File: src/design/mainbd_pkg.sv
package mainbd_pkg;

    // CPU bus as seen from the board, sampled on clk
    typedef struct packed {
        logic [15:0] addr;
        logic        rnw;     // High on reads
        logic        vma;     // Valid memory address
        logic [7:0]  dout;    // CPU write data
    } cpu_bus_t;

    // One-hot-ish chip selects, snd qualifies ior on writes
    typedef struct packed {
        logic rom;
        logic iow;            // 74LS259 output latch
        logic color;          // Palette bank
        logic intshow;        // Scroll chip read back
        logic ior;            // Cabinet inputs and sound latch
        logic snd;
        logic in5;            // DIP A
        logic in6;            // DIP B
        logic objram;
        logic ram;
        logic vram;
    } chip_sel_t;

    typedef struct packed {
        logic [1:0] start_button;
        logic [1:0] coin_input;
        logic [5:0] joystick1;
        logic [5:0] joystick2;
        logic       service;
    } cabinet_t;

    typedef struct packed {
        logic [7:0] dipsw_a;
        logic [7:0] dipsw_b;
        logic [1:0] dipsw_c;
        logic       dip_pause;   // Low freezes the game by holding off vblank IRQ
    } dip_t;

    typedef struct packed {
        logic [7:0] snd_latch;
        logic       snd_on;
        logic       flip;
        logic [2:0] pal_sel;
    } board_ctrl_t;

    // Output latch bit positions, A2..A0 of the write
    localparam logic [2:0] LATCH_SND_ON   = 3'd2;
    localparam logic [2:0] LATCH_FLIP     = 3'd6;
    localparam logic [2:0] LATCH_IRQ_CLRN = 3'd7;

    localparam logic [7:0] OPEN_BUS = 8'hff;   // Pulled-up data bus

endpackage

File: src/design/mainbd_rdmux.sv
module mainbd_rdmux (
    input  logic                  clk,
    input  logic                  rst,
    input  mainbd_pkg::chip_sel_t sel,
    input  logic [7:0]            rom_data,
    input  logic [7:0]            vram_dout,
    input  logic [7:0]            ram_dout,
    input  logic [7:0]            vscr_dout,
    input  logic [7:0]            obj_dout,
    input  logic [7:0]            cabinet_q,
    input  mainbd_pkg::dip_t      dip,
    output logic [7:0]            cpu_din
);
    import mainbd_pkg::*;

    // Priority order as on the board, ROM first
    always_ff @(posedge clk) begin
        if (rst)              cpu_din <= OPEN_BUS;
        else if (sel.rom)     cpu_din <= rom_data;
        else if (sel.vram)    cpu_din <= vram_dout;
        else if (sel.ram)     cpu_din <= ram_dout;
        else if (sel.intshow) cpu_din <= vscr_dout;   // Scroll chip
        else if (sel.objram)  cpu_din <= obj_dout;
        else if (sel.ior)     cpu_din <= cabinet_q;
        else if (sel.in6)     cpu_din <= dip.dipsw_b;
        else if (sel.in5)     cpu_din <= dip.dipsw_a;
        else                  cpu_din <= OPEN_BUS;
    end

    // snd is left out, it only qualifies ior on writes
    assert property (@(posedge clk) disable iff (rst)
        $onehot0({sel.rom, sel.iow, sel.color, sel.intshow, sel.ior,
                  sel.in5, sel.in6, sel.objram, sel.ram, sel.vram}))
        else $error("More than one chip select active");

endmodule

File: config.mk
export PLATFORM = sky130hd
export DESIGN_NAME = mainbd_rdmux
export DESIGN_NICKNAME = d
export VERILOG_FILES = /design/src/design/mainbd_pkg.sv /design/src/design/mainbd_rdmux.sv
export SDC_FILE = /design/constraint.sdc
export NUM_CORES = 1
export LEC_CHECK = 0
export ABC_AREA = 1
export BUFFER_PORTS_ARGS = -buffer_cell sky130_fd_sc_hd__buf_2
export CAP_MARGIN = 20
export CORE_MARGIN = 2
export CORE_UTILIZATION = 30
export CTS_CLUSTER_DIAMETER = 200
export CTS_CLUSTER_SIZE = 20
export DETAILED_ROUTE_END_ITERATION = 12
export HOLD_SLACK_MARGIN = 0.06
export PLACE_DENSITY = 0.65
export SYNTH_ARGS = -nofsm -noshare
export SYNTH_HDL_FRONTEND = slang
export SYNTH_SLANG_ARGS = --single-unit
File: constraint.sdc
create_clock -name clk -period 1 [get_ports clk]
set_input_delay 0.1 -clock clk [delete_from_list [all_inputs] [get_ports clk]]
set_output_delay 0.1 -clock clk [all_outputs]
set_load 0.1 [all_outputs]
Yosys cells after proc, flatten, opt, wreduce, memory -nomap -nowiden
Index checks and enable logic that the tools add are counted.

storage, ports and cells
  bits in registers = 8
  input bits = 80
  output and inout port bits = 8
  word-level logic and storage cells = 9

cells by class
  muxes and demuxes = 8

operator list
  cell     number
  $mux W8  8

Logic depth before layout (Yosys ltp)
  depth after elaboration = 8
  gate-level depth with buffers = 11
  depth with buffers taken out = 11

Least setup slack after synthesis
Ideal clock, no wire load.

  path type = register -> output
  start point = reg cpu_din[0]
  end point = out cpu_din[0]
  data arrival time = 909 ps
  data required time = 900 ps
  path slack = -9 ps
  cell stages (with the launch flop) = 1
  buffers on the path = 0
  path through = dfxtp_1

RTL lines
  element                 line                source
  from (decl)             mainbd_rdmux.sv:12  output logic [7:0] cpu_din
  from (signal assigned)  mainbd_rdmux.sv:19  else if (sel.rom) cpu_din <= rom_data;
  from (signal assigned)  mainbd_rdmux.sv:20  else if (sel.vram) cpu_din <= vram_dout;
  from (signal assigned)  mainbd_rdmux.sv:21  else if (sel.ram) cpu_din <= ram_dout;

No word-level cell between the ends.

Worst setup path in the final report
  start point = reg cpu_din[7]
  end point = out cpu_din[7]

No word-level cell between the ends.

==> results.cfg <==
[logic_synthesis]
synthAdderAreaFrac = 0
ys_warn_count = 0
synth-simple-area-share = 0.446
synth_xor_area_frac = 0
synth_compound_area_frac = 0.182
synthFlopType = dfxtp_1
syn_avg_cell_area_sq_um = 5.22
synth_edf_count = 0
synth_most_common_cell = nand2_1
synth.area.top_cells = nand2_1 (27%), a21oi_1 (18%), dfxtp_1 (17%)
ys_top_cells_by_count = nand2_1 (68), a21oi_1 (34), inv_1 (22), nor2_1 (17), nand3_1 (12)
syn_area_sq_um = 935
async_flop_share = 0
synth_top_area_cell = nand2_1
synth_top_family_by_area = simple AND/OR/NAND/NOR gates
synth_mux_area_frac = 0
synthDominantCellAreaShare = 0.273
ys_types = 14
yosysSeqAreaShare = 0.171
syn_nets = 259
synth-seq-cells = 8
synth_cells = 179

[grt]
overflow = 0
grt_first_pass_wirelength_microns = 4600
grt_start_max_net_pins = 17
grt_pass1_vias = 1195
antenna_found_initial = 0
track_usage = 0.164

[min_path]
hp-class = in2reg

[timing]
worst_pin_slew_ns = 0.299
min_period_ns = 0.868
rsz0062_at_grt = false
drv_slew = 0
hold_viol_final = 0
report.final.setup_viol = 0
max_slew_margin = 0.801
fmax_mhz = 1150
fin_crit_sh = 0.868

[final_layout]
reg_top3 = cpu_din x8
n_antenna_cell = 0
instances_no_fill = 295
nets = 344
drive_gt1_frac = 0.378
area_growth_pct = 64.3
largest_register = cpu_din
largest_reg_flops = 8
fin_util = 0.511

[routing]
route.detailed.drc = 0
drt-total-wl_microns = 2830
vias = 1283
ant_nets = 0
wl_per_cell_microns = 9.60
drt-initial-drc-count = 67
first_pass_iters = 4
drt-vias-per-instance = 4.35

[worst_setup_path]
crit_path_start_kind = flop
path_cells = buf_12
worstPathMaxFanout = 1
max_stage_delay_ns = 0.34
path_buf_inv = 1
cp_top_family = flip-flops
slowest_stage = dfxtp_2
end_kind = primary output
worstPathArrival_ns = 0.77
required_ns = 0.90
critPathKind = reg2out

[floorplan]
die_y_microns = 59.8
initial_core_util = 0.311
die-area_sq_um = 3580
fp-row-count = 20
io_pins = 88
coreArea_sq_um = 3000
fp.dieW_microns = 59.8

[power]
p_leak_nw = 0.899
ir_worst_vdd_uv = 564
p_per_area_nw_per_um2 = 864

[placed_design]
place_hpwl_microns = 2290
dp.cells = 286
gp_congestion = 0.798
numPortBuffers = 81

[clock_tree]
clock_path_buffers = 2
cts_buffers = 3
tritoncts = done
cts.clk_slew.worst_paths_ns = 0.05
post_cts_resized = 0
cts-root-buf = clkbuf_4
htreeDepth = 1
cts.sinks = 8

[outcome]
status = finished clean

[flow_run]
drv_cap = 0
[logic make-up (layout without fill, tap and decap cells)]
logic type      count (synthesis)  after routing
buf+inv                        34            117
simple gates                  103            103
compound gates                 34             34
flops                           8              8
[path summary, 6_finish.rpt]
check / startpoint / end / slack, ns / cells after the start
worst max-delay path: cpu_din[7] / cpu_din[7] / 0.13 / 1
worst min-delay path: rom_data[4] / cpu_din[4] / 0.07 / 3
[layout by cell type (no fill, tap or decap)]
master         count
dfxtp_2            8
inv_2              1
nand3_1           12
buf_4              3
clkbuf_4           3
buf_2             73
dlygate4sd3_1      6
or2_2              2
a21oi_1           34
or2_0              4
inv_1             22
nor2_1            17
buf_12             9
nand2_1           68
[cell type report]
type	count	area, sq um
fill	335	1470
clock buffer	3	22.5
timing repair buffer	91	628
sequential	8	170
inverter	23	86.3
tap	33	41.3
multi-input combinational	137	587
[per-stage QoR]
| step | setup WS [ns] | total power (W) | area [sq um] | TNS, ns | hold WS [ns] |
|---|---|---|---|---|---|
| finish | 0.132 | 0.00133 | 1540 | 0 | 0.0714 |
| global route | 0.100 | 0.00143 | 1540 | 0 | 0.0636 |
| CTS | 0.131 | 0.00134 | 1540 | 0 | 0.0648 |
| detailed placement | 0.00194 | 0.00107 | 1450 | 0 | 0.315 |
| global placement | -0.0000137 | 0.00107 | 1450 | -0.0000137 | 0.314 |
| floorplan | 0.109 | 0.000796 | 945 | 0 | 0.220 |
[power breakdown]
group / switching (W) / total, W / leakage (nW) / internal (W)
logic: 0.000398 / 0.000713 / 0.820 / 0.000316
registers: 0.0000196 / 0.000370 / 0.0652 / 0.000350
clock network: 0.000106 / 0.000243 / 0.0138 / 0.000137
[timing repair]
action | 4_1_cts | 5_1_grt
setup buffers | 0 | 0
hold endpoints to repair | 6 | 0
hold buffers | 6 | 0
[routing by layer]
layer  routed length, microns  track usage  share of wire  up-vias
met5                        0            0              0        -
met4                       11       0.0254         0.0039        0
met3                      145       0.0346          0.051        2
met2                     1390        0.295           0.49       33
met1                     1280        0.203           0.45      527
li1                         -            -              -      721
Power figures use the tool's default switching activity.
