$ cat config.mk
export PLATFORM = sky130hd
export DESIGN_NAME = mainbd_decode
export DESIGN_NICKNAME = d
export VERILOG_FILES = /design/src/design/mainbd_pkg.sv /design/src/design/mainbd_decode.sv
export SDC_FILE = /design/constraint.sdc
export NUM_CORES = 1
export LEC_CHECK = 0
export BUFFER_PORTS_ARGS = -buffer_cell sky130_fd_sc_hd__buf_2
export CORE_AREA = 5 5 42 44
export DETAILED_ROUTE_END_ITERATION = 6
export DIE_AREA = 0 0 47 49
export GPL_TIMING_DRIVEN = 0
export SLEW_MARGIN = 0
export SYNTH_ARGS = -nofsm -noshare
export SYNTH_HDL_FRONTEND = slang
export SYNTH_SLANG_ARGS = --single-unit
export TNS_END_PERCENT = 100
$ cat constraint.sdc
create_clock -name vclk -period 0.8
set_clock_uncertainty 0.1 [all_clocks]
set_input_delay 0.04 -clock vclk [all_inputs]
set_output_delay 0.04 -clock vclk [all_outputs]
set_load 0.01 [all_outputs]
$ cat src/design/mainbd_pkg.sv
package mainbd_pkg;

    // CPU bus as seen from the board, sampled on clk
    typedef struct packed {
        logic [15:0] addr;
        logic        rnw;     // High on reads
        logic        vma;     // Valid memory address
        logic [7:0]  dout;    // CPU write data
    } cpu_bus_t;

    // One-hot-ish chip selects, snd qualifies ior on writes
    typedef struct packed {
        logic rom;
        logic iow;            // 74LS259 output latch
        logic color;          // Palette bank
        logic intshow;        // Scroll chip read back
        logic ior;            // Cabinet inputs and sound latch
        logic snd;
        logic in5;            // DIP A
        logic in6;            // DIP B
        logic objram;
        logic ram;
        logic vram;
    } chip_sel_t;

    typedef struct packed {
        logic [1:0] start_button;
        logic [1:0] coin_input;
        logic [5:0] joystick1;
        logic [5:0] joystick2;
        logic       service;
    } cabinet_t;

    typedef struct packed {
        logic [7:0] dipsw_a;
        logic [7:0] dipsw_b;
        logic [1:0] dipsw_c;
        logic       dip_pause;   // Low freezes the game by holding off vblank IRQ
    } dip_t;

    typedef struct packed {
        logic [7:0] snd_latch;
        logic       snd_on;
        logic       flip;
        logic [2:0] pal_sel;
    } board_ctrl_t;

    // Output latch bit positions, A2..A0 of the write
    localparam logic [2:0] LATCH_SND_ON   = 3'd2;
    localparam logic [2:0] LATCH_FLIP     = 3'd6;
    localparam logic [2:0] LATCH_IRQ_CLRN = 3'd7;

    localparam logic [7:0] OPEN_BUS = 8'hff;   // Pulled-up data bus

endpackage

$ cat src/design/mainbd_decode.sv
module mainbd_decode (
    input  mainbd_pkg::cpu_bus_t  bus,
    output mainbd_pkg::chip_sel_t sel
);

    logic io_win;   // 2000-3FFF with a valid cycle

    assign io_win = bus.vma && (bus.addr[15:13] == 3'd1);

    always_comb begin
        sel     = '0;
        // Program ROM 6000-FFFF, read only
        sel.rom = bus.vma && bus.rnw && (bus.addr[15:13] > 3'd2);
        if (io_win) begin
            case (bus.addr[12:11])
                2'd0: begin
                    // I/O page 2000-27FF, decoded per 256 bytes
                    case (bus.addr[10:8])
                        3'd0: sel.iow     = 1'b1;   // 2000
                        3'd2: sel.color   = 1'b1;   // 2200
                        3'd3: sel.intshow = 1'b1;   // 2300
                        3'd4: begin
                            sel.ior = 1'b1;         // 2400-24FF
                            sel.snd = ~bus.rnw;     // Sound latch shares the page
                        end
                        3'd5: begin
                            // 2500 even is DIP A, odd is DIP B
                            sel.in5 = ~bus.addr[0];
                            sel.in6 = bus.addr[0];
                        end
                        default: begin
                            // 2100 watchdog and the rest float
                        end
                    endcase
                end
                2'd1: sel.objram = 1'b1;   // 2800-2FFF
                2'd2: sel.ram    = 1'b1;   // 3000-37FF, mirrored work RAM
                2'd3: sel.vram   = 1'b1;   // 3800-3FFF
                default: begin
                end
            endcase
        end
    end

endmodule

**After elaboration in Yosys (flattened, before gate mapping)**

Index checks and enable logic that the tools add are counted.

- Register bits after elaboration: 0
- Bits of input ports: 26
- Output and inout port bits: 11
- Logic and storage cells: 26

- Magnitude comparators: 1
- Equality and inequality tests: 8
- Muxes and demuxes: 10
- Bitwise operators: 2
- Reductions and logical operators: 5

Operators by type and width:

| kind | number |
|---|---|
| $mux 10 | 1 |
| $mux 7 | 1 |
| $eq 3x2->1 const B | 2 |
| $eq 3x3->1 const B | 2 |
| $mux 1 | 6 |
| $eq 2x2->1 const B | 2 |
| $mux 2 | 2 |
| $eq 3x1->1 const B | 1 |
| $gt 3x2->1 const B | 1 |
| $logic_and 1x1->1 | 3 |
| $logic_not 3->1 | 1 |
| $eq 2x1->1 const B | 1 |
| $logic_not 2->1 | 1 |
| $not 1->1 | 2 |

**Logic depth before layout (Yosys ltp)**

- Word-level depth: 4
- Depth in mapped cells: 3

**Least setup slack after synthesis**

No wires, ideal clock.

- Kind: input port to output port
- Start: input bus[24] (netlist bit)
- End: output sel[9] (netlist bit)
- Arrival: 820 ps
- Required time: 660 ps
- Setup slack: -160 ps
- Stages: 3
- Path buffers: 1
- Cell sequence: nand4bb_1 buf_2 nor4_1

RTL lines:

| element | RTL line | text |
|---|---|---|
| start: declaration | mainbd_decode.sv:2 | `input mainbd_pkg::cpu_bus_t bus,` |
| end: declaration | mainbd_decode.sv:3 | `output mainbd_pkg::chip_sel_t sel` |

==> results.py <==
metrics = {
    "global_route": {
        "grt_max_degree": 9,
        "grt_pass1_vias": 227,
        "grt_use_total_pct": 5.123,
        "grt_pass1_wl_um": 959,
        "gr-total-overflow": 0,
        "antenna_found_initial": 0,
    },
    "placed_design": {
        "routabilityCongestion": 0.6707,
        "placed_area_um2": 359.1,
        "placedCellCount": 61,
        "place_hpwl_um": 529.2,
        "io_buffers": 22,
        "dp_slack_ps": -340.3,
    },
    "critical_path": {
        "worstSetupPathType": "in2out",
        "crit_slowest_cell": "or3b_4",
        "crit_arrival_ps": 960,
        "start_kind": "input port",
        "path_cells": "buf_8 -> or3b_4 -> nor4_4 -> buf_2",
        "crit_path_max_incr_delay_ps": 440,
        "cp-end-kind": "output port",
        "cp_max_fo": 4,
        "cp.required_ps": 660,
    },
    "detailed_routing": {
        "drc": 0,
        "via_count": 270,
        "ant_nets": 0,
        "detail_route.wl_per_cell_um": 10.22,
        "drtPass1Iterations": 1,
        "initialDrtViolationCount": 0,
        "viasPerCell": 4.219,
        "wirelength_um": 654,
    },
    "logic_synthesis": {
        "syn-num-nets": 49,
        "synth_area_leaders": "nor4_4 (23%), nor3_1 (11%), nor4b_2 (8.1%), nor4_2 (6.8%), inv_1 (6.1%)",
        "synth_xor_area_share_pct": 0,
        "synth_area_um2": 185.2,
        "synthMuxAreaShare_pct": 0,
        "synth_seq_area_share_pct": 0,
        "ys_warn_count": 0,
        "syn_inst": 23,
        "synth_fa_ha_area_share_pct": 0,
        "synth_cell_type_count": 16,
        "synthSimpleGateAreaFrac_pct": 88.51,
        "yosys.area.top_type": "nor4_4",
        "synth-compound-area-share_pct": 2.703,
        "avgSynthCellArea_um2": 8.051,
        "synth_top_family_by_area": "simple AND/OR/NAND/NOR gates",
        "yosys.area.top_type_share_pct": 22.97,
    },
    "layout": {
        "fillCellCount": 151,
        "seq_area_um2": 0,
        "layout_commonest_cell": "buf_2",
        "final_cell_mix": "buf_2 (15), buf_6 (9), inv_1 (3), nor3_2 (3), nor4_4 (3)",
        "syn_to_final_growth_pct": 148.6,
        "num-nets-final": 76,
        "drive_above_1_share_pct": 81.25,
        "fin_area_um2": 460.4,
        "multi_input_area_um2": 230.2,
        "final_cell_count_no_fill": 64,
        "clock_buffers": 0,
        "insertedDiodeCount": 0,
        "seq_cell_count": 0,
        "final_util_pct": 32.86,
    },
    "power_and_ir_drop": {
        "fin_total_pwr_mw": 0.1481,
        "power_density_nw_per_um2": 321.7,
        "p_leak_nw": 0.2243,
        "ir_worst_vdd_mv": 0.1268,
    },
    "floorplanning": {
        "start_util_pct": 13.21,
        "core_area_um2": 1401,
        "die_h_um": 49,
        "die_w_um": 47,
        "io_pins": 37,
        "dieArea_um2": 2303,
        "rows": 14,
    },
    "timing": {
        "fin_crit_ps": 1103,
        "worst_pin_slew_ps": 218.4,
        "fin_setup_tns_ps": -2431,
        "setup_ws_ps": -303.3,
        "relSlewSlack_pct": 85.44,
        "period_share_pct": 137.9,
        "rsz0062_at_grt": "true",
        "slew_violations": 0,
        "setup-violations-final": 10,
        "hold_slack_ps": 224.3,
        "fmax_mhz": 906.3,
        "hold_viol": 0,
    },
    "worst_hold_path": {
        "min_from": "bus[22]",
        "holdCritPathClass": "in2out",
        "hold_depth": 3,
        "holdPathEnd": "sel[2]",
    },
    "outcome": {
        "violations": "setup timing",
        "status": "finished, violations left",
    },
    "run": {
        "cap_violations": 0,
    },
}
==> routing by layer <==
layer	routed length (µm)	GRT usage [%]
met1	248	8.043
met2	336	8.145
met3	69	0
met4	0	0
met5	0	0
==> Yosys cell counts <==
| cell type | number |
|---|---|
| nand2b_1 | 1 |
| or3_1 | 1 |
| nor3_2 | 1 |
| nor4b_2 | 1 |
| buf_2 | 1 |
| nor4_2 | 1 |
| nand4bb_1 | 1 |
| nor4_1 | 1 |
| inv_1 | 3 |
| nand2_1 | 2 |
| nor4_4 | 2 |
| a21oi_1 | 1 |
| or3b_4 | 1 |
| or3_4 | 1 |
| nor2_1 | 1 |
| nor3_1 | 4 |
==> area by class of cell <==
type                       count  area share (%)
multi-input combinational     19           50.00
timing repair buffer          25           40.76
tap                           16           4.348
buffer                         1           2.446
inverter                       3           2.446
==> power by group <==
| group | switching [mW] | internal, mW | total (mW) | leakage [nW] |
|---|---|---|---|---|
| clock network | 0 | 0 | 0 | 0 |
| registers | 0 | 0 | 0 | 0 |
| logic | 0.0702 | 0.0779 | 0.148 | 0.224 |
| total | 0.0702 | 0.0779 | 0.148 | 0.224 |
==> timing repair <==
item / in CTS / in global routing
cloned: 0 / 0
setup buffers: 2 / 1
pin swaps: 7 / 4
resized for setup: 12 / 7
hold buffers: 0 / 0
endpoints found under the setup margin: 10 / 10
==> how the worst max path moves through the flow <==
stage             from      to  slack [ps]
5_1_grt        bus[21]  sel[3]        -350
2_1_floorplan  bus[21]  sel[3]         -70
3_3_place_gp   bus[21]  sel[4]        -330
3_5_place_dp   bus[21]  sel[4]        -340
6_report       bus[21]  sel[4]        -300
4_1_cts        bus[20]  sel[8]        -320
==> critical path, delay by kind of cell <==
kind | cells | cell delay (ps)
buffers and inverters | 2 | 270
AND/OR/NAND/NOR | 2 | 650
==> kinds of logic (layout without fill, tap and decap cells) <==
group,Yosys count,count (layout)
simple gates,18,18
buf+inv,4,29
compound gates,1,1
(Power assumes the default switching activity.)
