**src/design/mainbd_pkg.sv**
```systemverilog
package mainbd_pkg;

    // CPU bus as seen from the board, sampled on clk
    typedef struct packed {
        logic [15:0] addr;
        logic        rnw;     // High on reads
        logic        vma;     // Valid memory address
        logic [7:0]  dout;    // CPU write data
    } cpu_bus_t;

    // One-hot-ish chip selects, snd qualifies ior on writes
    typedef struct packed {
        logic rom;
        logic iow;            // 74LS259 output latch
        logic color;          // Palette bank
        logic intshow;        // Scroll chip read back
        logic ior;            // Cabinet inputs and sound latch
        logic snd;
        logic in5;            // DIP A
        logic in6;            // DIP B
        logic objram;
        logic ram;
        logic vram;
    } chip_sel_t;

    typedef struct packed {
        logic [1:0] start_button;
        logic [1:0] coin_input;
        logic [5:0] joystick1;
        logic [5:0] joystick2;
        logic       service;
    } cabinet_t;

    typedef struct packed {
        logic [7:0] dipsw_a;
        logic [7:0] dipsw_b;
        logic [1:0] dipsw_c;
        logic       dip_pause;   // Low freezes the game by holding off vblank IRQ
    } dip_t;

    typedef struct packed {
        logic [7:0] snd_latch;
        logic       snd_on;
        logic       flip;
        logic [2:0] pal_sel;
    } board_ctrl_t;

    // Output latch bit positions, A2..A0 of the write
    localparam logic [2:0] LATCH_SND_ON   = 3'd2;
    localparam logic [2:0] LATCH_FLIP     = 3'd6;
    localparam logic [2:0] LATCH_IRQ_CLRN = 3'd7;

    localparam logic [7:0] OPEN_BUS = 8'hff;   // Pulled-up data bus

endpackage

```
**src/design/mainbd_ctrl.sv**
```systemverilog
module mainbd_ctrl (
    input  logic                    clk,
    input  logic                    rst,
    input  logic                    cpu_cen,
    input  mainbd_pkg::cpu_bus_t    bus,
    input  mainbd_pkg::chip_sel_t   sel,
    input  logic                    lvbl,
    input  logic                    dip_pause,
    output mainbd_pkg::board_ctrl_t ctrl,
    output logic                    irq_n
);
    import mainbd_pkg::*;

    logic cpu_wr;        // Write strobe for this cycle
    logic irq_clrn;      // Latch bit 7, low holds the IRQ FF clear
    logic irq_trig;
    logic irq_trig_l;    // Trigger one clock ago
    logic irq_q;

    assign cpu_wr   = cpu_cen && !bus.rnw;
    assign irq_trig = ~lvbl & dip_pause;
    assign irq_n    = ~irq_q;

    always_ff @(posedge clk) begin
        if (rst) begin
            ctrl     <= '0;
            irq_clrn <= 1'b0;
        end else if (cpu_wr) begin
            if (sel.iow) begin
                // 74LS259, data bit 0 into the addressed output
                case (bus.addr[2:0])
                    LATCH_SND_ON:   ctrl.snd_on <= bus.dout[0];
                    LATCH_FLIP:     ctrl.flip   <= bus.dout[0];
                    LATCH_IRQ_CLRN: irq_clrn    <= bus.dout[0];
                    default: begin
                    end
                endcase
            end
            if (sel.color) ctrl.pal_sel   <= bus.dout[2:0];
            if (sel.snd)   ctrl.snd_latch <= bus.dout;
        end
    end

    // Vblank IRQ flip-flop, clear wins over set
    always_ff @(posedge clk) begin
        if (rst) begin
            irq_trig_l <= 1'b0;
            irq_q      <= 1'b0;
        end else begin
            irq_trig_l <= irq_trig;
            if (!irq_clrn) begin
                irq_q <= 1'b0;
            end else if (irq_trig && !irq_trig_l) begin
                irq_q <= 1'b1;      // Start of vblank
            end
        end
    end

    // IRQ released the cycle after the CPU drops irq_clrn
    assert property (@(posedge clk) disable iff (rst) !irq_clrn |=> irq_n)
        else $error("irq_n low while irq_clrn is 0");

    // Palette only moves with a CPU cycle
    assert property (@(posedge clk) disable iff (rst) !cpu_cen |=> $stable(ctrl.pal_sel))
        else $error("pal_sel changed without cpu_cen");

endmodule

```
**config.mk**
```make
export PLATFORM = sky130hd
export DESIGN_NAME = mainbd_ctrl
export DESIGN_NICKNAME = d
export VERILOG_FILES = /design/src/design/mainbd_pkg.sv /design/src/design/mainbd_ctrl.sv
export SDC_FILE = /design/constraint.sdc
export NUM_CORES = 1
export LEC_CHECK = 0
export ABC_CLOCK_PERIOD_IN_PS = 800
export BUFFER_PORTS_ARGS = -buffer_cell sky130_fd_sc_hd__buf_2
export CAP_MARGIN = 30
export CELL_PAD_IN_SITES_DETAIL_PLACEMENT = 1
export CELL_PAD_IN_SITES_GLOBAL_PLACEMENT = 1
export CORE_MARGIN = 3
export CORE_UTILIZATION = 22
export DETAILED_ROUTE_END_ITERATION = 10
export PLACE_DENSITY = 0.82
export SYNTH_ARGS = -nofsm -noshare
export SYNTH_HDL_FRONTEND = slang
export SYNTH_SLANG_ARGS = --single-unit
```
**constraint.sdc**
```tcl
create_clock -name clk -period 0.8 [get_ports clk]
set_input_delay 0.16 -clock clk [delete_from_list [all_inputs] [get_ports clk]]
set_output_delay 0.16 -clock clk [all_outputs]
set_load 0.01 [all_outputs]
```
After elaboration in Yosys (flattened, before gate mapping)
Cells that the tools add are included.
{ "word_totals": {"n_memories": 0, "latchBits": 0, "inputBits": 42, "ramBits": 0, "rom_bits": 0, "ff_bits": 16, "word_cells": 24, "output_inout_bits": 14} }
{ "op_classes": {"mul": 0, "bitwise": 4, "n_shift": 0, "reduce_logical": 10, "mux": 0, "magnitude_cmp": 0, "n_addsub": 0, "n_div": 0, "eq_ne": 3} }
{ "op_table": {"columns": ["operator", "n"], "rows": [
  ["$reduce_and A3 Y1", 3],
  ["$eq A3 B3 Y1 const B", 2],
  ["$reduce_and A2 Y1", 2],
  ["$eq A3 B2 Y1 const B", 1],
  ["$not A1 Y1", 3],
  ["$logic_and A1 B1 Y1", 2],
  ["$logic_not A1 Y1", 2],
  ["$reduce_or A2 Y1", 1],
  ["$and A1 B1 Y1", 1]
]} }

Logic depth before layout (Yosys ltp)
{ "logic_depth": {"ltp_word": 3, "mapped_depth": 4, "ltp_nobuf": 3} }

Worst setup path before layout
OpenSTA, ideal clock, no wires.
{ "synth_path": {"path_kind": "input port to flip-flop", "from": "in bus[9] (netlist name)", "to": "reg ctrl[10] (netlist name)", "n_path_buf": 1, "slack_ns": 0.030, "t_required_ns": 0.672, "t_arrival_ns": 0.642, "path_stages": 4, "setup_time_ns": 0.128, "path_cell_list": "nand3b_1 buf_4 mux2i_1 nor2_1"} }
{ "synth_between": {"elab_chain_len": 3} }
{ "synth_lines": {"columns": ["item", "line_no", "text"], "rows": [
  ["start, declared", "mainbd_ctrl.sv:5", "input mainbd_pkg::cpu_bus_t bus,"],
  ["$logic_not A1 Y1", "mainbd_ctrl.sv:20", "assign cpu_wr = cpu_cen && !bus.rnw;"],
  ["$logic_and A1 B1 Y1", "mainbd_ctrl.sv:20", null],
  ["$reduce_and A2 Y1 (no source line)", null, null],
  ["end, declared", "mainbd_ctrl.sv:9", "output mainbd_pkg::board_ctrl_t ctrl,"]
]} }
No other way between the ends.
A chain may end at the register's enable or synchronous reset.

Final worst setup path
{ "layout_path": {"from": "reg irq_q", "to": "out irq_n"} }
{ "layout_between": {"elab_chain_len": 1} }
{ "layout_lines": {"columns": ["item", "line_no", "text"], "rows": [
  ["start, declared", "mainbd_ctrl.sv:18", "logic irq_q;"],
  ["start signal, assigned", "mainbd_ctrl.sv:48", "irq_q <= 1'b0;"],
  ["start signal, assigned", "mainbd_ctrl.sv:52", "irq_q <= 1'b0;"],
  ["start signal, assigned", "mainbd_ctrl.sv:54", "irq_q <= 1'b1;"],
  ["$not A1 Y1", "mainbd_ctrl.sv:22", "assign irq_n = ~irq_q;"],
  ["end, declared", "mainbd_ctrl.sv:10", "output logic irq_n"]
]} }
No other way between the ends.

==> flow_summary.ini <==
[outcome]
run_status = finished, violations left
violations = negative setup slack

[worst_setup_path]
r2r_cells = 3
crit_path_end_kind = output port
r2r-start = irq_q
worstSetupStartpointType = register
arrival_ns = 0.76
crit_fanout = 2
critPathSlowestCell = dfxtp_1
reg2reg_slack_ns = 0.15
required_ns = 0.64
cpPeakStageDelay_ns = 0.32
r2r-end = irq_q
crit_buf_inv = 2
critical-path-top-delay-family = flip-flops
critical_path_class = reg -> out
crit_chain = inv_1, buf_2

[run]
cap_violations = 0

[routing]
final_antenna_net_count = 0
viasPerCell = 4.35
vias = 553
wirelength_mm = 1.54
initialDrtViolationCount = 3
avgRoutedWirePerCell_um = 12.1
drc = 0
firstDrtPassIters = 2

[timing]
rsz0062_at_grt = true
setup_slack_ns = -0.123
finalCriticalPeriod_ns = 0.923
slew_viol_final = 0
maxSlewHeadroom_pct = 85.5
finClkSkew_ns = 0.000167
hold_viol = 0
worstMarginPinSlew_ns = 0.216
finalSetupViolCount = 14
fmax_mhz = 1080
period_share_pct = 115

[placed_design]
placement.io_buffers = 33
place_area_um2 = 850
hpwl_mm = 1.23
dp_cells = 123
gp_congestion = 0.658

[final_layout]
fin_nets = 140
final_area_um2 = 983
area_delta_synth_final_pct = 55.0
drive_above_1_share_pct = 55.7
stdcell_count = 127
antenna_cells = 0

[floorplan]
rows = 18
dieArea_um2 = 3560
start_util_pct = 24.3
coreArea_um2 = 2610
die_y_um = 59.7
die_x_um = 59.7
pin_count = 56

[worst_hold_path]
hp-start = lvbl
hold_path_depth = 2
hold_class = in -> reg
holdPathEnd = irq_trig_l

[pwr]
p_sw_share_pct = 21.7
pwr-share-comb_pct = 13.0
p_seq_share_pct = 53.8
power_density_nw_per_um2 = 1580
total_switching_power_uw = 336
power.internal_uw = 1220
pwr-share-clk_pct = 33.2
p_leak_uw = 0.000512
vdd_drop_max_mv = 1.24

[global_route]
grt_use_total_pct = 9.87
antenna_found_initial = 0
grt_max_degree = 11
grt_pass1_wl_mm = 2.64
first_global_vias = 590
grt_overflow = 0

[synth]
synth_cell_types = 15
synth_area_leaders = dfxtp_1 (50%), mux2i_1 (22%), nor2_1 (7.7%), nand2b_1 (3.9%), nand3b_1 (3.6%)
synth-seq-cells = 16
synth_commonest_cells = dfxtp_1 (16), mux2i_1 (14), nor2_1 (13)
synth_area_per_cell_um2 = 10.6
yosysMostFrequentCell = dfxtp_1
yosysWarnings = 0
synthesis.nets = 102
ys.flop_type = dfxtp_1
async_flop_share_pct = 0
yosysTopAreaCell = dfxtp_1
synth_area_um2 = 634
yosysTopAreaCellShare_pct = 50.5
syn_inst = 60
yosysSeqAreaShare_pct = 50.5
synth_edf_count = 0

[clock_network]
cts.sinks = 16
cts_tree = yes
cts_buffers = 3
cts_max_level = 1
clockBufferDepth = 2
cts_hold_buf = 0
clk_pin_slew_ns = 0.09
worstSkewPairLatency_ns = 0.27
cts_root_buf = clkbuf_4
registers in the layout (all words and copies together) (netlist names):
signal,count
ctrl,13
irq_clrn,1
irq_q,1
irq_trig_l,1
worst max path at each step:
stage | from | to | slack (ns) | depth (start not counted)
3_5_place_dp | bus[9] | ctrl[3] | -0.16 | 4
5_1_grt | irq_q | irq_n | -0.18 | 2
6_report | irq_q | irq_n | -0.12 | 2
4_1_cts | irq_q | irq_n | -0.15 | 2
3_3_place_gp | bus[9] | irq_clrn | -0.12 | 4
2_1_floorplan | bus[9] | ctrl[10] | 0.03 | 4
metrics by stage:
stage	setup TNS [ns]	power, µW	utilization [%]	setup slack, ns	hold slack [ns]
floorplan	0	933	-	0.0303	0.232
global placement	-1.37	1020	32.5	-0.124	0.358
detailed placement	-1.71	1030	32.5	-0.162	0.359
CTS	-1.47	1590	37.6	-0.149	0.0474
global route	-1.84	1650	37.6	-0.177	0.0402
finish	-1.23	1550	37.6	-0.123	0.0628
cell usage in the layout, fill, tap and decap left out, drive strengths merged:
cell,netlist,routed
nor3b,1,1
nand3b,3,3
and4b,1,1
nor2,13,13
o21a,1,1
nand3,1,1
nor2b,1,1
mux2i,14,14
buf,2,36
inv,1,1
clkbuf,1,4
nand2b,4,4
nand2,1,1
dfxtp,16,16
logic make-up (layout without fill, tap and decap cells):
kind of cell / Yosys count / count (layout) / synth area share, %
buffers and inverters: 4 / 41 / 4.14
flip-flops: 16 / 16 / 50.5
AO/OA/AOI/OAI: 1 / 1 / 1.18
AND/OR/NAND/NOR: 25 / 25 / 22.1
multiplexers: 14 / 14 / 22.1
power by group through the flow:
| stage | registers, µW | clock network (µW) | logic (µW) |
|---|---|---|---|
| 3_5_place_dp | 846 | 0 | 183 |
| 3_3_place_gp | 845 | 0 | 177 |
| 4_1_cts | 836 | 550 | 205 |
| 2_1_floorplan | 855 | 0 | 77.2 |
| 5_1_grt | 839 | 591 | 223 |
| 6_report | 836 | 516 | 202 |
per-layer routing:
| metal | part of all wire (%) | wire [µm] | GRT usage, % |
|---|---|---|---|
| met2 | 52 | 792 | 17.7 |
| met5 | 0 | 0 | 0 |
| met3 | 11 | 172 | 5.62 |
| met1 | 37 | 569 | 10.3 |
| met4 | 0 | 0 | 0.949 |
worst register-to-register path, delay by kind of cell, from the launching register on:
kind                   cells  cell delay [ns]
AOI/OAI and AO/OA          1             0.15
buffers and inverters      1             0.06
DFF                        1             0.31
and+or+nand+nor            1             0.04
timing repair:
item,in CTS,in global routing
resized for setup,26,0
setup endpoints to repair,14,14
pin swaps,0,0
buffers inserted,0,0
area by class of cell:
cell class                 instances  area [µm²]
fill                             314        1630
sequential                        16         337
multi-input combinational         40         288
timing repair buffer              36         282
tap                               30        37.5
clock buffer                       4        36.3
inverter                           1        3.75
Power figures use the tool's default switching activity.
