## config.mk

```make
export PLATFORM = sky130hd
export DESIGN_NAME = mainbd_cabinet
export DESIGN_NICKNAME = d
export VERILOG_FILES = /design/src/design/mainbd_pkg.sv /design/src/design/mainbd_cabinet.sv
export SDC_FILE = /design/constraint.sdc
export NUM_CORES = 1
export LEC_CHECK = 0
export BUFFER_PORTS_ARGS = -buffer_cell sky130_fd_sc_hd__buf_2
export CORE_UTILIZATION = 20
export DETAILED_ROUTE_END_ITERATION = 10
export PLACE_DENSITY = 0.75
export SKIP_LAST_GASP = 1
export SYNTH_ARGS = -nofsm -noshare
export SYNTH_HDL_FRONTEND = slang
export SYNTH_SLANG_ARGS = --single-unit
```

## constraint.sdc

```tcl
create_clock -name clk -period 1.23 [get_ports clk]
set_clock_uncertainty 0.15 [all_clocks]
set_input_delay 0.3075 -clock clk [delete_from_list [all_inputs] [get_ports clk]]
set_output_delay 0.3075 -clock clk [all_outputs]
set_load 0.01 [all_outputs]
```

## src/design/mainbd_pkg.sv

```systemverilog
package mainbd_pkg;

    // CPU bus as seen from the board, sampled on clk
    typedef struct packed {
        logic [15:0] addr;
        logic        rnw;     // High on reads
        logic        vma;     // Valid memory address
        logic [7:0]  dout;    // CPU write data
    } cpu_bus_t;

    // One-hot-ish chip selects, snd qualifies ior on writes
    typedef struct packed {
        logic rom;
        logic iow;            // 74LS259 output latch
        logic color;          // Palette bank
        logic intshow;        // Scroll chip read back
        logic ior;            // Cabinet inputs and sound latch
        logic snd;
        logic in5;            // DIP A
        logic in6;            // DIP B
        logic objram;
        logic ram;
        logic vram;
    } chip_sel_t;

    typedef struct packed {
        logic [1:0] start_button;
        logic [1:0] coin_input;
        logic [5:0] joystick1;
        logic [5:0] joystick2;
        logic       service;
    } cabinet_t;

    typedef struct packed {
        logic [7:0] dipsw_a;
        logic [7:0] dipsw_b;
        logic [1:0] dipsw_c;
        logic       dip_pause;   // Low freezes the game by holding off vblank IRQ
    } dip_t;

    typedef struct packed {
        logic [7:0] snd_latch;
        logic       snd_on;
        logic       flip;
        logic [2:0] pal_sel;
    } board_ctrl_t;

    // Output latch bit positions, A2..A0 of the write
    localparam logic [2:0] LATCH_SND_ON   = 3'd2;
    localparam logic [2:0] LATCH_FLIP     = 3'd6;
    localparam logic [2:0] LATCH_IRQ_CLRN = 3'd7;

    localparam logic [7:0] OPEN_BUS = 8'hff;   // Pulled-up data bus

endpackage

```

## src/design/mainbd_cabinet.sv

```systemverilog
module mainbd_cabinet (
    input  logic                 clk,
    input  mainbd_pkg::cpu_bus_t bus,
    input  mainbd_pkg::cabinet_t cab,
    input  mainbd_pkg::dip_t     dip,
    output logic [7:0]           cabinet_q
);

    // Joystick byte as wired on the board
    // Buttons on 5:4, directions with the pairs swapped
    function automatic logic [7:0] fmt_joy(input logic [5:0] joy);
        fmt_joy = {2'b11, joy[5:4], joy[2], joy[3], joy[0], joy[1]};
    endfunction

    // Registered every cycle from the low address bits
    always_ff @(posedge clk) begin
        case (bus.addr[1:0])
            2'd0: cabinet_q <= {3'b111, cab.start_button, cab.service, cab.coin_input};
            2'd1: cabinet_q <= fmt_joy(cab.joystick1);
            2'd2: cabinet_q <= fmt_joy(cab.joystick2);
            default: cabinet_q <= {6'h3f, dip.dipsw_c};   // Third DIP bank, unused bits high
        endcase
    end

endmodule

```

After elaboration in Yosys (flattened, before gate mapping)
Index checks and enable logic that the tools add are counted.
{"block": "word_totals", "latchBits": 0, "input_bits": 63, "word_cells": 5, "mem_bits_ro": 0, "output_inout_bits": 8, "register_bits": 8, "memories": 0, "ramBits": 0}
{"block": "op_classes", "n_lt_le_gt_ge": 0, "shifts": 0, "multipliers": 0, "n_bitwise": 0, "n_div": 0, "n_addsub": 0, "n_mux": 1, "n_reduce_logical": 1, "eq_ne": 2}
{"cell": "6-bit case mux with 3 select lines", "count": 1}
{"cell": "2-bit by 1-bit == test with 1-bit output (second input constant)", "count": 1}
{"cell": "2-bit == test (second input constant)", "count": 1}
{"cell": "2-bit zero test", "count": 1}

Logic depth before layout (Yosys ltp)
Gate-level depths: netlist (run 1).
{"block": "depth", "word_depth": 2, "depth_mapped": 3, "ltp_nobuf": 2}

Worst setup path after synthesis (run 1)
Ideal clock, no wire load.
{"block": "synth_path", "path_kind": "input to register", "startpoint": "in bus[10] in the netlist's numbering", "endpoint": "reg cabinet_q[0]", "setup_time_ns": 0.135, "path_buffers": 1, "required_time_ns": 0.945, "t_arrival_ns": 0.891, "stages": 2, "slack_ns": 0.055, "cell_sequence": "buf_6 > mux4_2"}
{"block": "synth_between", "elab_chain_len": 2, "word_cells_on_any_way": 4, "classes_between": "eq/ne (2); mux (1); reduce/logical (1)"}
{"item": "start: declaration", "line": "mainbd_cabinet.sv:3", "rtl": "input mainbd_pkg::cpu_bus_t bus,"}
{"item": "2-bit == test, or another cell as far along", "line": "mainbd_cabinet.sv:17", "rtl": "case (bus.addr[1:0])"}
{"item": "6-bit case mux with 3 select lines *", "line": "mainbd_cabinet.sv:17"}
{"item": "end signal: assignment", "line": "mainbd_cabinet.sv:18", "rtl": "2'd0: cabinet_q <= {3'b111, cab.start_button, cab.service, cab.coin_input};"}
{"item": "end signal: assignment", "line": "mainbd_cabinet.sv:19", "rtl": "2'd1: cabinet_q <= fmt_joy(cab.joystick1);"}
{"item": "end signal: assignment", "line": "mainbd_cabinet.sv:20", "rtl": "2'd2: cabinet_q <= fmt_joy(cab.joystick2);"}
{"item": "end: declaration", "line": "mainbd_cabinet.sv:6", "rtl": "output logic [7:0] cabinet_q"}
Mark *: on every way between the ends. The rest lies on a longest branch, timed or not.

Final worst setup path (run 1)
{"block": "layout_path", "startpoint": "reg cabinet_q[1]", "endpoint": "out cabinet_q[1]"}
No word-level cell between the ends.

==> summary.md, run 1 <==
| Metric | Value |
|---|---|
| Status | finished clean |
| Vias/cell | 4.11 |
| Die Area | 1590 sq um |
| Wire per inst | 9.28 um |
| Final setup vio count | 0 |
| Final Worst Setup Slack | 118 ps |
| PortBufs | 27 |
| DR pass1 iterations | 2 |
| CTS tree | done |
| Starting Density | 21.8% |
| Longest Clk Path Bufs | 2 |
| Die H | 39.9 um |
| Max-slew violations | 0 |
| Antenna-violating nets left | 0 |
| Hold_sp | cab[4] |
| N_diodes | 0 |
| Leak pwr | 0.225 nW |
| Yosys cell types | 8 |
| Total GRT Usage | 8.00% |
| Tmin final | 1110 ps |
| Cell Rows | 13 |
| CP Class | register to output pin |
| CP max-delay cell | dfxtp_1 |
| Buffers inserted by post-CTS timing repair | 0 |
| Yosys top cell by area | dfxtp_1 |
| Mapped Cells | 21 |
| Data required, critical path | 770 ps |
| Pwr Density | 1120 nW/um^2 |
| Final Hold Fails | 0 |
| Crit path max fanout | 1 |
| First-pass GRT wire length | 800 um |
| Most frequent cell after synthesis | dfxtp_1 |
| DR iter-0 viols | 3 |
| Max-cap viol count | 0 |
| Critical path cell sequence | buf_2 |
| Number of synthesized register bits | 6 |
| Final period util | 90.4% |
| Fill count | 138 |
| Share of cells above drive strength 1 | 71.4% |
| Peak supply drop | 0.212 mV |
| H-tree levels | 1 |
| RSZ-0062 raised after global routing | no |
| # IOs | 71 |
| Remaining Overflow, GRT | 0 |
| Largest Register | cabinet_q |
| Routed WL | 594 um |
| Hold_buf cts | 0 |
| Num CTS Buffers | 3 |
| Horiz. Die Dim | 39.9 um |
| Vias | 263 |
| Register area share after synthesis | 41.7% |
| Synth area leaders | dfxtp_1, mux2_4, mux4_2, o22a_1, buf_4 |
| Startpoint types | register |
| Area of the core | 1320 sq um |
| Worst path max stage delay | 300 ps |
| Most used flip-flop cell after synthesis | dfxtp_1 |
| Fmax | 899 MHz |
| Top delay family on crit path | flip-flops |
| Initial antenna violation count | 0 |
| Worst Hold Path EP | cabinet_q[2]$_DFF_P_ |
| Async SR Flop Fraction | 0% |
| Largest registers | cabinet_q: 6 flops |
| Synth warnings | 0 |
| Syn-to-layout area delta | 53.5% |
| Top-area cell type share of the netlist area | 41.7% |
| Worst Setup End Kind | output pin |
| Post-place setup slack | -80.0 ps |
| Final nets | 114 |
| CP arrival | 650 ps |
| Hold path cells | 2 |
| Number of global-route vias before repair | 264 |
| HP Class | input port to register |
| Final GP Congestion | 0.671 |
| Top post-synthesis cells by count | dfxtp_1, o22a_1, mux2_4 |
| Pin count of the biggest net entering global routing | 8 |
| Number of synthesized flops with an enable pin | 0 |
| Clk pin slew, worst setup/hold paths | 40 ps |
| Total clock sinks | 6 |
| Resized cells post-CTS | 0 |
| Mapped Area | 288 sq um |
| # DRC | 0 |
| Worst hold slack | 129 ps |
| Worst path bufs/invs | 1 |
| Post-DP HPWL | 523 um |
| Syn Area/Cell | 13.7 sq um |
| Max reg flops | 6 |
| CTS Root Cell | clkbuf_4 |
==> where the power goes <==
| group | leakage, nW | internal (mW) | switching (mW) |
|---|---|---|---|
| combinational | 0.160 | 0.0657 | 0.0414 |
| clock | 0.0138 | 0.110 | 0.0615 |
| sequential | 0.0505 | 0.213 | 0.00312 |
| total | 0.225 | 0.389 | 0.106 |
==> final cells by class <==
| type | instances | area (sq um) | share of cell area, % |
|---|---|---|---|
| multi-input combinational | 13 | 145 | 32.9 |
| timing repair buffer | 27 | 135 | 30.6 |
| sequential | 6 | 120 | 27.2 |
| clock buffer | 3 | 22.5 | 5.10 |
| tap | 15 | 18.8 | 4.25 |
==> how the worst max path moves through the flow <==
| stage | startpoint | end | slack [ps] | cells past startpoint |
|---|---|---|---|---|
| after detailed placement | bus[10] | cabinet_q[0]$_DFF_P_ | -80 | 2 |
| after CTS | cabinet_q[1]$_DFF_P_ | cabinet_q[1] | 100 | 1 |
| final | cabinet_q[1]$_DFF_P_ | cabinet_q[1] | 120 | 1 |
| after floorplan | bus[10] | cabinet_q[0]$_DFF_P_ | 50 | 2 |
| after global routing | cabinet_q[1]$_DFF_P_ | cabinet_q[1] | 90 | 1 |
| after global placement | bus[10] | cabinet_q[0]$_DFF_P_ | -80 | 2 |
==> per-stage QoR <==
stage	std cells	total power, mW	instance area (sq um)	setup TNS (ps)	util (%)
4_1_cts	64	0.510	442	0	33.5
2_1_floorplan	22	0.282	292	0	-
3_3_place_gp	61	0.326	419	-303	31.8
5_1_grt	64	0.521	442	0	33.5
3_5_place_dp	61	0.329	419	-300	31.8
6_report	64	0.495	442	0	33.5
==> per-layer routing <==
layer  up-vias  track usage, %  share of wire [%]
met3         0               0                9.4
met1       118            5.78                 31
met4         0            12.1                  0
met5         -               0                  0
li1        130               -                  -
met2        15            15.3                 59
==> logic make-up after synthesis <==
logic type	Yosys count	synth area share, %
multiplexers	5	31.3
other	1	1.30
buffers and inverters	3	9.13
flip-flops	6	41.7
AND/OR/NAND/NOR	2	4.35
AO/OA/AOI/OAI	4	12.2
==> layout by cell type (no fill, tap or decap), drive strengths merged <==
master  Yosys  layout
mux2        3       3
nand2b      2       2
mux4        2       2
buf         3      27
conb        1       2
clkbuf      0       3
dfxtp       6       6
o22a        4       4
Note: power is estimated with default switching activity, not from simulation.
==> inputs of run 2 (changes only) <==
==> constraint.sdc (replaced) <==
create_clock -name clk -period 1.1 [get_ports clk]
set_clock_uncertainty 0.15 [all_clocks]
set_input_delay 0.275 -clock clk [delete_from_list [all_inputs] [get_ports clk]]
set_output_delay 0.275 -clock clk [all_outputs]
set_load 0.01 [all_outputs]
==> run 2 against run 1 <==
Die area did not move. Via count fell by 1.5%. Sequential power rose by 13%. First-iteration DRC count did not move. Worst hold slack got worse by 30 ps. Setup slack got worse by 95 ps. Combinational power rose by 16%. Critical endpoint is now cabinet_q[3]. Largest power group unchanged.
==> summary.md, run 2 (synthesized netlist as in run 1, its figures left out) <==
| Metric | Value |
|---|---|
| Fmax | 928 MHz |
| Max reg flops | 6 (unchanged) |
| Clk pin slew, worst setup/hold paths | 40 ps (about the same) |
| Startpoint types | register (unchanged) |
| # IOs | 71 (unchanged) |
| CTS Root Cell | clkbuf_4 (unchanged) |
| Post-place setup slack | -178 ps (was -80.0 ps) |
| Commonest non-fill, non-tap cell in the layout | buf_2 (unchanged) |
| H-tree levels | 1 (unchanged) |
| Worst path max stage delay | 310 ps (was 300 ps) |
| Worst path bufs/invs | 1 (unchanged) |
| RSZ-0062 raised after global routing | yes (was no) |
| Vias/cell | 4.05 (was 4.11) |
| Clock Power Share | 34.0% (was 34.6%) |
| Num CTS Buffers | 3 (unchanged) |
| Net Sw Frac | 21.2% (was 21.4%) |
| Resized cells post-CTS | 0 (unchanged) |
| Tmin final | 1080 ps |
| Hold_buf cts | 0 (unchanged) |
| Pwr Density | 1240 nW/um^2 (was 1120 nW/um^2) |
| CTS tree | done (unchanged) |
| DR iter-0 viols | 3 (unchanged) |
| Worst Setup End Kind | output pin (unchanged) |
| Longest Clk Path Bufs | 2 (unchanged) |
| Worst path depth | 1 (unchanged) |
| Share of cells above drive strength 1 | 73.5% (was 71.4%) |
| Hold path cells | 2 (unchanged) |
| Final GP Congestion | 0.711 (was 0.671) |
| Final nets | 114 (unchanged) |
| Leak pwr | 0.227 nW (was 0.225 nW) |
| Commonest cells after routing, fill and taps aside | buf_2, dfxtp_1, o22a_1 (unchanged) |
| Starting Density | 21.8% (unchanged) |
| Syn-to-layout area delta | 56.1% (was 53.5%) |
| Crit path max fanout | 1 (unchanged) |
| Die Area | 1590 sq um (unchanged) |
| Routed WL | 605 um (was 594 um) |
| Final Worst Setup Slack | 22.8 ps (was 118 ps) |
| Dpl cells | 61 (unchanged) |
| Die H | 39.9 um (unchanged) |
| Pin count of the biggest net entering global routing | 8 (unchanged) |
| Status | finished clean (unchanged) |
| Cell Rows | 13 (unchanged) |
| Largest Register | cabinet_q (unchanged) |
| Switching pwr | 0.118 mW (was 0.106 mW) |
| PortBufs | 27 (unchanged) |
| Max-cap viol count | 0 (unchanged) |
| Layout Cells excl Fill | 64 (unchanged) |
| CP arrival | 650 ps (about the same) |
| CP Class | register to output pin (unchanged) |
| Total GRT Usage | 8.31% (was 8.00%) |
| Buffers inserted by post-CTS timing repair | 0 (unchanged) |
| Wire per inst | 9.45 um (was 9.28 um) |
| Fill count | 140 (was 138) |
| Area of the core | 1320 sq um (unchanged) |
| Final Hold Fails | 0 (unchanged) |
| Sequential power share | 43.7% (about the same) |
| Data required, critical path | 670 ps (was 770 ps) |
| Final period util | 97.9% |
| N_diodes | 0 (unchanged) |
| HP Class | input port to register (unchanged) |
| P_int | 0.439 mW (was 0.389 mW) |
| Max-slew violations | 0 (unchanged) |
| Initial antenna violation count | 0 (unchanged) |
| Critical path cell sequence | buf_6 (was buf_2) |
| First-pass GRT wire length | 848 um (was 800 um) |
| Largest registers | cabinet_q: 6 flops (unchanged) |
| Remaining Overflow, GRT | 0 (unchanged) |
| DR pass1 iterations | 2 (unchanged) |
| Part of the power in combinational logic | 22.3% (was 21.7%) |
| # DRC | 0 (unchanged) |
| Design Power | 0.557 mW (was 0.495 mW) |
| Horiz. Die Dim | 39.9 um (unchanged) |
| Final setup vio count | 0 (unchanged) |
| Total clock sinks | 6 (unchanged) |
| CP max-delay cell | dfxtp_2 (was dfxtp_1) |
| Number of global-route vias before repair | 257 (was 264) |
| Antenna-violating nets left | 0 (unchanged) |
| Peak supply drop | 0.268 mV (was 0.212 mV) |
| Top delay family on crit path | flip-flops (unchanged) |
| Vias | 259 (was 263) |
==> run 2: routing by layer <==
metal	up-vias	part of all wire, %	track usage, %
met4	0	0	12.1
met1	111	37	9.06
li1	131	-	-
met3	0	9.8	0
met5	-	0	0
met2	17	53	12.5
==> run 2: final cells by class <==
class,count,area (sq um),share of cell area (%)
multi-input combinational,13,145,32.3
sequential,6,121,27.0
timing repair buffer,27,141,31.5
clock buffer,3,22.5,5.01
tap,15,18.8,4.18
==> run 2: path summary, 6_finish.rpt <==
check | startpoint | end | slack (ps)
worst max-delay path | cabinet_q[3]$_DFF_P_ | cabinet_q[3] | 20
worst min-delay path | cab[4] | cabinet_q[2]$_DFF_P_ | 100
==> run 2: stage by stage <==
| step | hold WS, ps | area, sq um | setup TNS (ps) | util [%] |
|---|---|---|---|---|
| 5_1_grt | 105 | 449 | -8.73 | 34.1 |
| 4_1_cts | 91.9 | 442 | 0 | 33.5 |
| 3_3_place_gp | 341 | 419 | -811 | 31.8 |
| 6_report | 98.1 | 449 | 0 | 34.1 |
| 3_5_place_dp | 338 | 419 | -843 | 31.8 |
| 2_1_floorplan | 244 | 300 | -60.0 | - |
==> run 2: power groups by stage <==
stage | Combinational [mW] | Sequential (mW) | Clock, mW
floorplan | 0.0611 | 0.258 | 0
global placement | 0.119 | 0.246 | 0
detailed placement | 0.122 | 0.246 | 0
CTS | 0.122 | 0.242 | 0.201
global route | 0.136 | 0.245 | 0.207
finish | 0.124 | 0.243 | 0.189
